### src/cache_geom_pkg.sv
`default_nettype none

package cache_geom_pkg;

   // Host address and data widths
   localparam int ADDR_W = 16;
   localparam int WORD_W = 16;
   // Word address drops the byte bit
   localparam int WADDR_W = ADDR_W - 1;

   // Address field widths, byte bit 0 ignored
   localparam int TAG_W = 5;
   localparam int INDEX_W = 8;
   localparam int WORD_SEL_W = 2;

   // Direct-mapped geometry
   localparam int LINES = 1 << INDEX_W;
   localparam int WORDS_PER_LINE = 1 << WORD_SEL_W;

   typedef logic [ADDR_W-1:0] addr_t;
   typedef logic [WORD_W-1:0] word_t;
   typedef logic [WADDR_W-1:0] waddr_t;
   typedef logic [TAG_W-1:0] tag_t;
   typedef logic [INDEX_W-1:0] index_t;
   typedef logic [WORD_SEL_W-1:0] word_sel_t;

   // Byte address split into its fields, MSB first
   typedef struct packed {
      tag_t tag;
      index_t index;
      word_sel_t word;
      logic byte_sel;
   } addr_fields_t;

endpackage

`default_nettype wire

### src/mem_ctrl_pkg.sv
`default_nettype none

package mem_ctrl_pkg;

   // Cache controller FSM states
   typedef enum logic [3:0] {
      IDLE,
      COMPARE,
      WB_WRITE,
      FILL_READ,
      FILL_INSTALL,
      DONE,
      ERROR
   } ctrl_state_t;

   // Interleave factor of main memory
   localparam int BANKS = 4;
   // Cycles a bank stays busy after an access, unless overridden
   localparam int DEF_BANK_BUSY = 4;
   // Accepted read to valid rdata
   localparam int READ_LATENCY = 2;

endpackage

`default_nettype wire

### src/mem_bus_if.sv
`timescale 1ns/10ps
`default_nettype none

// Word accesses from the cache controller to banked memory
interface mem_bus_if;

   // Word address, low bits pick the bank
   cache_geom_pkg::waddr_t addr;
   cache_geom_pkg::word_t wdata;
   logic rd;
   logic wr;
   // Addressed bank still busy
   logic stall;
   // Valid READ_LATENCY cycles after an accepted read
   cache_geom_pkg::word_t rdata;

   modport ctrl (
      output addr,
      output wdata,
      output rd,
      output wr,
      input  stall,
      input  rdata
   );

   modport mem (
      input  addr,
      input  wdata,
      input  rd,
      input  wr,
      output stall,
      output rdata
   );

endinterface

`default_nettype wire

### src/cache_ctrl.sv
`timescale 1ns/10ps
`default_nettype none

module cache_ctrl (
   input  logic                      clk,
   input  logic                      rst,
   // Host side
   input  cache_geom_pkg::addr_t     addr,
   input  cache_geom_pkg::word_t     wdata,
   input  logic                      rd,
   input  logic                      wr,
   output cache_geom_pkg::word_t     rdata,
   output logic                      done,
   output logic                      stall,
   output logic                      cache_hit,
   output logic                      err,
   // Cache array lookup
   output logic                      lookup,
   output cache_geom_pkg::index_t    lk_index,
   output cache_geom_pkg::tag_t      lk_tag,
   output cache_geom_pkg::word_sel_t lk_word,
   // Cache array write
   output logic                      wr_en,
   output cache_geom_pkg::word_t     wr_data,
   output cache_geom_pkg::word_sel_t wr_word,
   output logic                      wr_dirty,
   output logic                      wr_fill,
   // Cache array results
   input  logic                      hit,
   input  logic                      valid,
   input  logic                      dirty,
   input  cache_geom_pkg::tag_t      stored_tag,
   input  cache_geom_pkg::word_t     rd_word,
   // Banked memory
   mem_bus_if.ctrl                   mem
);

   localparam int LAT = mem_ctrl_pkg::READ_LATENCY;
   localparam cache_geom_pkg::word_sel_t LAST_WORD =
      cache_geom_pkg::word_sel_t'(cache_geom_pkg::WORDS_PER_LINE - 1);

   mem_ctrl_pkg::ctrl_state_t state_q;
   mem_ctrl_pkg::ctrl_state_t state_d;

   cache_geom_pkg::addr_fields_t host_f;
   cache_geom_pkg::addr_fields_t req_q;
   cache_geom_pkg::word_t req_wdata_q;
   logic req_wr_q;
   cache_geom_pkg::word_t rdata_q;

   // Word counter shared by write-back and fill bursts
   cache_geom_pkg::word_sel_t cnt_q;
   // Victim word for cnt_q sits on rd_word
   logic wb_ready_q;
   // Fill reads in flight, one slot per cycle of read latency
   logic [LAT-1:0] pend_vld_q;
   cache_geom_pkg::word_sel_t pend_word_q [LAT];

   logic accept;
   logic bad_req;
   logic wb_issue;
   logic fill_issue;
   logic install;
   cache_geom_pkg::word_sel_t install_word;

   assign host_f = cache_geom_pkg::addr_fields_t'(addr);

   // Exactly one strobe starts a request, both is fatal
   assign accept  = (state_q == mem_ctrl_pkg::IDLE) && (rd ^ wr);
   assign bad_req = (state_q == mem_ctrl_pkg::IDLE) && rd && wr;

   // Memory accesses only go out while the bank is free
   assign wb_issue   = (state_q == mem_ctrl_pkg::WB_WRITE) && wb_ready_q && !mem.stall;
   assign fill_issue = (state_q == mem_ctrl_pkg::FILL_READ) && !mem.stall;

   // Oldest fill read returns this cycle
   assign install      = pend_vld_q[LAT-1];
   assign install_word = pend_word_q[LAT-1];

   always_comb begin
      state_d = state_q;
      case (state_q)
         mem_ctrl_pkg::IDLE: begin
            if (bad_req) begin
               state_d = mem_ctrl_pkg::ERROR;
            end else if (accept) begin
               state_d = mem_ctrl_pkg::COMPARE;
            end
         end
         mem_ctrl_pkg::COMPARE: begin
            // Lookup result from the IDLE cycle is valid here
            if (hit) begin
               state_d = mem_ctrl_pkg::DONE;
            end else if (valid && dirty) begin
               state_d = mem_ctrl_pkg::WB_WRITE;
            end else begin
               state_d = mem_ctrl_pkg::FILL_READ;
            end
         end
         mem_ctrl_pkg::WB_WRITE: begin
            if (wb_issue && (cnt_q == LAST_WORD)) begin
               state_d = mem_ctrl_pkg::FILL_READ;
            end
         end
         mem_ctrl_pkg::FILL_READ: begin
            if (fill_issue && (cnt_q == LAST_WORD)) begin
               state_d = mem_ctrl_pkg::FILL_INSTALL;
            end
         end
         mem_ctrl_pkg::FILL_INSTALL: begin
            // Reads go out in word order, last word closes the fill
            if (install && (install_word == LAST_WORD)) begin
               state_d = mem_ctrl_pkg::DONE;
            end
         end
         mem_ctrl_pkg::DONE: begin
            state_d = mem_ctrl_pkg::IDLE;
         end
         mem_ctrl_pkg::ERROR: begin
            // Sticky until reset
            state_d = mem_ctrl_pkg::ERROR;
         end
         default: begin
            state_d = mem_ctrl_pkg::ERROR;
         end
      endcase
   end

   always_ff @(posedge clk) begin
      if (rst) begin
         state_q    <= mem_ctrl_pkg::IDLE;
         cnt_q      <= '0;
         wb_ready_q <= 1'b0;
         pend_vld_q <= '0;
      end else begin
         state_q <= state_d;
         // First write-back cycle only primes the array read
         wb_ready_q <= (state_q == mem_ctrl_pkg::WB_WRITE);
         pend_vld_q <= (pend_vld_q << 1) | LAT'(fill_issue);
         if (state_q == mem_ctrl_pkg::COMPARE) begin
            cnt_q <= '0;
         end else if (wb_issue || fill_issue) begin
            // Wraps to 0 after write-back, ready for the fill
            cnt_q <= cnt_q + 1'b1;
         end
      end
   end

   // Request capture and fill word tags
   always_ff @(posedge clk) begin
      if (accept) begin
         req_q       <= host_f;
         req_wdata_q <= wdata;
         req_wr_q    <= wr;
      end
      pend_word_q[0] <= cnt_q;
      for (int i = 1; i < LAT; i++) begin
         pend_word_q[i] <= pend_word_q[i-1];
      end
   end

   // Read data held for the done cycle
   always_ff @(posedge clk) begin
      if ((state_q == mem_ctrl_pkg::COMPARE) && hit && !req_wr_q) begin
         rdata_q <= rd_word;
      end else if (install && (install_word == req_q.word) && !req_wr_q) begin
         // Miss read takes its word straight off the fill
         rdata_q <= mem.rdata;
      end
   end

   // Host outputs
   assign rdata     = rdata_q;
   assign done      = (state_q == mem_ctrl_pkg::DONE);
   assign err       = (state_q == mem_ctrl_pkg::ERROR);
   assign cache_hit = (state_q == mem_ctrl_pkg::COMPARE) && hit;
   assign stall     = (state_q == mem_ctrl_pkg::COMPARE) ||
                      (state_q == mem_ctrl_pkg::WB_WRITE) ||
                      (state_q == mem_ctrl_pkg::FILL_READ) ||
                      (state_q == mem_ctrl_pkg::FILL_INSTALL);

   // Lookup on acceptance and for each victim word
   assign lookup   = accept || (state_q == mem_ctrl_pkg::WB_WRITE);
   assign lk_index = (state_q == mem_ctrl_pkg::IDLE) ? host_f.index : req_q.index;
   assign lk_tag   = (state_q == mem_ctrl_pkg::IDLE) ? host_f.tag : req_q.tag;

   always_comb begin
      if (state_q == mem_ctrl_pkg::IDLE) begin
         lk_word = host_f.word;
      end else if (state_q == mem_ctrl_pkg::WB_WRITE) begin
         // Fetch ahead so back-to-back writes need no gap
         lk_word = wb_issue ? cache_geom_pkg::word_sel_t'(cnt_q + 1'b1) : cnt_q;
      end else begin
         lk_word = req_q.word;
      end
   end

   // Fill installs, or the host word in the done cycle
   assign wr_en    = install || ((state_q == mem_ctrl_pkg::DONE) && req_wr_q);
   assign wr_fill  = install;
   assign wr_dirty = !install;
   assign wr_word  = install ? install_word : req_q.word;
   assign wr_data  = install ? mem.rdata : req_wdata_q;

   // Victim line goes back under its stored tag, fill uses the request tag
   assign mem.addr  = (state_q == mem_ctrl_pkg::WB_WRITE) ?
                      {stored_tag, req_q.index, cnt_q} :
                      {req_q.tag, req_q.index, cnt_q};
   assign mem.wdata = rd_word;
   assign mem.rd    = fill_issue;
   assign mem.wr    = wb_issue;

endmodule

`default_nettype wire

### src/flat_wrapper.sv
// flat-port wrapper written by rule: the top's interface ports become plain ports
module cache_ctrl_flat 
  (clk, rst, addr, wdata, rd, wr, rdata, done, stall, cache_hit, err, lookup, lk_index, lk_tag, lk_word, wr_en, wr_data, wr_word, wr_dirty, wr_fill, hit, valid, dirty, stored_tag, rd_word, mem_addr, mem_wdata, mem_rd, mem_wr, mem_stall, mem_rdata);
  mem_bus_if mem_i ();
  input  logic clk;
  input  logic rst;
  input  cache_geom_pkg::addr_t addr;
  input  cache_geom_pkg::word_t wdata;
  input  logic rd;
  input  logic wr;
  output cache_geom_pkg::word_t rdata;
  output logic done;
  output logic stall;
  output logic cache_hit;
  output logic err;
  output logic lookup;
  output cache_geom_pkg::index_t lk_index;
  output cache_geom_pkg::tag_t lk_tag;
  output cache_geom_pkg::word_sel_t lk_word;
  output logic wr_en;
  output cache_geom_pkg::word_t wr_data;
  output cache_geom_pkg::word_sel_t wr_word;
  output logic wr_dirty;
  output logic wr_fill;
  input  logic hit;
  input  logic valid;
  input  logic dirty;
  input  cache_geom_pkg::tag_t stored_tag;
  input  cache_geom_pkg::word_t rd_word;
  output wire logic [$bits(mem_i.addr)-1:0] mem_addr;
  output wire logic [$bits(mem_i.wdata)-1:0] mem_wdata;
  output wire logic [$bits(mem_i.rd)-1:0] mem_rd;
  output wire logic [$bits(mem_i.wr)-1:0] mem_wr;
  input wire logic [$bits(mem_i.stall)-1:0] mem_stall;
  input wire logic [$bits(mem_i.rdata)-1:0] mem_rdata;
  assign mem_addr = mem_i.addr;
  assign mem_wdata = mem_i.wdata;
  assign mem_rd = mem_i.rd;
  assign mem_wr = mem_i.wr;
  assign mem_i.stall = mem_stall;
  assign mem_i.rdata = mem_rdata;
  cache_ctrl u_core (.clk(clk), .rst(rst), .addr(addr), .wdata(wdata), .rd(rd), .wr(wr), .rdata(rdata), .done(done), .stall(stall), .cache_hit(cache_hit), .err(err), .lookup(lookup), .lk_index(lk_index), .lk_tag(lk_tag), .lk_word(lk_word), .wr_en(wr_en), .wr_data(wr_data), .wr_word(wr_word), .wr_dirty(wr_dirty), .wr_fill(wr_fill), .hit(hit), .valid(valid), .dirty(dirty), .stored_tag(stored_tag), .rd_word(rd_word), .mem(mem_i));
endmodule
### config.mk
export PLATFORM = sky130hd
export DESIGN_NAME = cache_ctrl_flat
export DESIGN_NICKNAME = d
export VERILOG_FILES = /design/src/cache_geom_pkg.sv /design/src/mem_ctrl_pkg.sv /design/src/mem_bus_if.sv /design/src/cache_ctrl.sv /design/src/flat_wrapper.sv
export SDC_FILE = /design/constraint.sdc
export NUM_CORES = 1
export LEC_CHECK = 0
export CORE_MARGIN = 3
export CORE_UTILIZATION = 50
export DETAILED_ROUTE_END_ITERATION = 6
export DONT_BUFFER_PORTS = 1
export GPL_ROUTABILITY_DRIVEN = 0
export GPL_TIMING_DRIVEN = 0
export SETUP_SLACK_MARGIN = 0.3
export SYNTH_ARGS = -nofsm -noshare
export SYNTH_HDL_FRONTEND = slang
export SYNTH_SLANG_ARGS = --single-unit
### constraint.sdc
create_clock -name clk -period 3.31 [get_ports clk]
set_input_delay 0.4965 -clock clk [delete_from_list [all_inputs] [get_ports clk]]
set_output_delay 0.4965 -clock clk [all_outputs]
set_load 0.01 [all_outputs]
# ---- After elaboration in Yosys (flattened, before gate mapping)
# Memory sizes are Yosys's and may differ from the RTL's.
# Cells that the tools add are included.
dict set report totals {
  n_memories 1
  romBits 0
  in_bits 77
  latch_bits 0
  ramBits 4
  reg_bits 57
}
dict set report op_classes {
  n_bitwise 2
  n_shift 0
  n_eq_ne 13
  addsub 1
  div_mod_pow 0
  mux 18
  n_reduce_logical 28
  n_lt_le_gt_ge 0
  mul 0
}
# memory words word_bits read_ports rd_clocked_by_memory_dff write_ports line_no
set mem_list {}
lappend mem_list {u_core.pend_word_q 2 2 2 0 2 cache_ctrl.sv:57} ;# cache_geom_pkg::word_sel_t pend_word_q [LAT];
# op count
set ops {}
lappend ops {{$mux 16} 3}
lappend ops {{$mux 4} 6}
lappend ops {{$pmux 4 s6} 1}
lappend ops {{$logic_and 1x1->1} 15}
lappend ops {{$mux 15} 1}
lappend ops {{$eq 4x3->1 const B} 3}
lappend ops {{$eq 4x2->1 const B} 2}
lappend ops {{$mux 2} 4}
lappend ops {{$mux 8} 1}
lappend ops {{$logic_or 1x1->1} 6}
lappend ops {{$mux 5} 1}
lappend ops {{$eq 2x2->1 const B} 2}
lappend ops {{$eq 4x1->1 const B} 1}
lappend ops {{$logic_not 4->1} 1}
lappend ops {{$ne 2x1->1 const B} 2}
lappend ops {{$reduce_and 4->1} 1}
lappend ops {{$logic_not 1->1} 3}
lappend ops {{$ne 3x1->1 const B} 1}
lappend ops {{$add 2x1->2 const B} 1}
lappend ops {{$eq 2x2->1} 1}
lappend ops {{$ne 2x2->1 const B} 1}
lappend ops {{$or 2x1->2} 1}
lappend ops {{$reduce_bool 2->1} 1}
lappend ops {{$reduce_or 2->1} 1}
lappend ops {{2 further kinds} 2}

# ---- Longest topological paths before layout
dict set report depth {
  depth_word 6
  ltp_mapped 5
  mapped_depth_nobuf 5
}

# ---- Least setup slack after synthesis
# OpenSTA, ideal clock, no wires.
dict set report synth_timing {
  kind {reg2reg}
  startpoint {register u_core.state_q[2]}
  endpoint {register u_core.req_q[10] in the netlist's numbering, enable pin}
  t_required_ps 2885
  setup_ps 425
  path_stages_with_launch 5
  slack_ps 435
  arrival_ps 2450
  path_cell_list {dfxtp_1 -> nor3_1 -> buf_6 -> buf_6 -> nor2b_1}
}
dict set report synth_via {
  elab_chain_cells 2
}
# item line_no
set synth_rtl {}
lappend synth_rtl {{from (decl)} cache_ctrl.sv:42} ;# mem_ctrl_pkg::ctrl_state_t state_q;
lappend synth_rtl {{from (signal assigned)} cache_ctrl.sv:131} ;# state_q <= mem_ctrl_pkg::IDLE;
lappend synth_rtl {{from (signal assigned)} cache_ctrl.sv:136} ;# state_q <= state_d;
lappend synth_rtl {{$logic_not 4->1} cache_ctrl.sv:69} ;# assign accept = (state_q == mem_ctrl_pkg::IDLE) && (rd ^ wr);
lappend synth_rtl {{$logic_and 1x1->1} cache_ctrl.sv:69}
lappend synth_rtl {{named net u_core.accept} cache_ctrl.sv:59} ;# logic accept;
lappend synth_rtl {{to (signal assigned)} cache_ctrl.sv:152} ;# req_q <= host_f;
lappend synth_rtl {{to (decl)} cache_ctrl.sv:46} ;# cache_geom_pkg::addr_fields_t req_q;
# The timed path passes the listed nets, and every way through them passes these cells.
# A chain may end at the register's enable or synchronous reset.

# ---- Final worst setup path
dict set report layout_timing {
  startpoint {register u_core.state_q[2]}
  endpoint {output lk_index[6]}
}
dict set report layout_via {
  elab_chain_cells 2
}
# item line_no
set layout_rtl {}
lappend layout_rtl {{$logic_not 4->1} cache_ctrl.sv:184} ;# assign lk_index = (state_q == mem_ctrl_pkg::IDLE) ? host_f.index : req_q.index;
lappend layout_rtl {{$mux 8} cache_ctrl.sv:184}
lappend layout_rtl {{to (decl)} flat_wrapper.sv:17} ;# output cache_geom_pkg::index_t lk_index;
# No other way between the ends.

==> impl_metrics.yaml <==
global_routing:
  grt_pass1_vias: 1809
  grt_usage_pct: 18.40
  grt_max_degree: 33
  grt_pass1_wl_um: 9770
  grt_antenna_before_repair: 0
  overflow: 0
clock_network:
  cts_tree: "built"
  clk_path_buf_depth: 2
  clkTransAtPathRegs_ps: 60
  clockRootBuffer: "clkbuf_8"
  post_cts_buffers: 0
  htreeDepth: 3
  post_cts_resized: 0
  ctsHoldBuffers: 0
  cts_inserted_buffers: 9
  clock_sinks: 60
  insertion_delay_ps: 330
route:
  drt-vias-per-instance: 5.774
  drt_iter0_markers: 115
  drc: 0
  routedWlPerCell_um: 21.60
  vias: 1715
  wl_um: 6416
  drtAntennaViolNets: 0
  first_pass_iters: 4
cells_and_area:
  num_antenna_cells: 0
  area_growth_pct: 8.229
  most-common-layout-cells: "edfxtp_1 (48), mux2_2 (43), buf_4 (24)"
  multi_input_area_um2: 1069
  final_common_cell: "edfxtp_1"
  regArea_um2: 1682
  fin_cells: 297
  drive_gt1_share_pct: 46.22
  nets: 300
  nFillCells: 484
yosys:
  synth_cell_type_count: 41
  synth_nets: 289
  synth-main-ff-cell: "edfxtp_1"
  syn_inst: 211
  ys_seq_elements: 60
  synth_edf_count: 48
  syn_area_um2: 3010
  avgSynthCellArea_um2: 14.27
  synthArstFlopShare_pct: 0
  ys_seq_area_share_pct: 55.86
  yosys_warnings: 0
outcome:
  outcome: "complete, no violations"
sta:
  clock_skew_ps: 6.087
  grt_setup_unrepaired: "no"
  slew_viol_final: 0
  fin_crit_ps: 2376
  fmax_mhz: 420.9
  finalSetupViolations: 0
  tightest_slew_ps: 882.9
  relSlewSlack_pct: 41.01
  setup_tns_ps: 0
  period_share_pct: 71.78
  hold_violations: 0
pwr:
  pwr_density_cell_nw_per_um2: 791.6
  p_clk_share_pct: 20.1
  p_seq_share_pct: 42.7
  power.share.switching_pct: 34.85
  irDropWorstVdd_v: 0.0004749
  power_leakage_nw: 1.201
  switchingPower_w: 0.0008989
  p_int_w: 0.001680
  pwr-share-comb_pct: 37.3
  p_total_w: 0.002579
worst_setup_path:
  critPathKind: "reg2out"
  startpoint_type: "register"
  timing.rr.start: "u_core.state_q[2]"
  cp_max_fo: 10
  timing.rr.end: "u_core.req_q[2]"
  rrSetupSlack_ps: 1000
  r2r_cells: 4
  cp.arrival_ps: 1880
  end_kind: "output port"
  cp.required_ps: 2810
die:
  dieArea_um2: 6988
  die_y_um: 83.60
  ioPinCount: 167
  core_um2: 5675
  rows: 27
  die_x_um: 83.60
  start_util_pct: 53.04
place:
  dpl.cell_count: 283
  port_buffers: 0
  dp_hpwl_um: 4953
min_path:
  min_to: "u_core.pend_vld_q[1]"
  whs_path_depth: 1
  min_from: "rst"
  hold_path_class: "in2reg"
run:
  drv_cap: 0
==> registers in the layout, summed over array words and instances, names as in the netlist <==
register,count
u_core.req_wr_q,1
u_core.req_wdata_q,16
u_core.req_q,15
u_core.state_q,3
u_core.cnt_q,2
u_core.pend_word_q,4
u_core.wb_ready_q,1
u_core.rdata,16
u_core.pend_vld_q,2
==> per-stage QoR <==
| step | util, % | area [um^2] | worst slack (ps) | hold slack [ps] |
|---|---|---|---|---|
| 6_report | 57.41 | 3258 | 934.0 | 229.4 |
| 5_1_grt | 57.41 | 3258 | 791.9 | 204.9 |
| 4_1_cts | 57.41 | 3258 | 897.8 | 210.3 |
| 3_5_place_dp | 54.83 | 3112 | 967.8 | 312.1 |
| 3_3_place_gp | 54.63 | 3100 | -340.7 | 311.1 |
| 2_1_floorplan | - | 3010 | 434.6 | 309.6 |
==> critical path, stage by stage, from the launching register on <==
cell and delay [ps]:
dfxtp_1 410, nor3_1 390, buf_6 220, buf_6 150
mux2_2 370
==> worst max path at each step <==
stage / slack [ps] / startpoint / to / cells past startpoint
2_1_floorplan: 430 / u_core.state_q[2] / u_core.req_q[10] / 4
3_3_place_gp: -340 / u_core.state_q[2] / u_core.req_q[10] / 4
3_5_place_dp: 970 / u_core.state_q[2] / u_core.req_wdata_q[10] / 4
4_1_cts: 900 / u_core.state_q[2] / lk_index[6] / 4
5_1_grt: 790 / u_core.state_q[2] / lk_index[6] / 4
6_report: 930 / u_core.state_q[2] / lk_index[6] / 4
==> layout make-up <==
class	count	area share, %
Buffer	31	7.565
Clock buffer	10	3.917
Clock inverter	4	0.5760
Inverter	6	0.7681
Multi-Input combinational cell	114	32.80
Sequential cell	60	51.61
Tap cell	72	2.765
==> power groups by stage <==
stage / Combinational [W] / Clock, W / Sequential [W]
global placement: 0.000952 / 0 / 0.00111
detailed placement: 0.000972 / 0 / 0.00111
floorplan: 0.000825 / 0 / 0.00109
CTS: 0.000977 / 0.000534 / 0.00110
global route: 0.00104 / 0.000580 / 0.00112
finish: 0.000961 / 0.000518 / 0.00110
==> cell usage after synthesis (2+ instances only) <==
master    instances  share of area, %
edfxtp_1         48                48
mux2_2           43                16
buf_4            24               6.0
dfxtp_1          12               8.0
mux2_4           10               5.0
nor2_1            9               1.1
nand2_1           7              0.87
inv_1             5              0.62
nor3_1            5              0.83
nor2b_1           4              0.83
xnor2_1           4               1.2
buf_6             3               1.1
mux2i_1           3               1.0
o21ai_0           3              0.50
a21oi_1           2              0.33
a31oi_1           2              0.42
buf_1             2              0.25
nand3_1           2              0.33
==> cells by family (layout without fill, tap and decap cells) <==
logic type      after synthesis  in the layout  synth area share [%]
simple gates                 37             37                 7.731
compound gates               15             15                 3.450
mux                          56             56                 22.07
xor+xnor                      5              5                 1.455
flops                        60             60                 55.86
fa+ha+maj                     1              1                0.4156
buf+inv                      37             51                 9.019
==> per-layer routing <==
| metal | wire length, um | up-vias | global-route usage [%] |
|---|---|---|---|
| li1 | - | 771 | - |
| met1 | 2379 | 806 | 20.89 |
| met2 | 3270 | 124 | 30.08 |
| met3 | 623 | 14 | 7.305 |
| met4 | 142 | 0 | 9.064 |
| met5 | 0 | - | 0 |
Power figures use the tool's default switching activity.
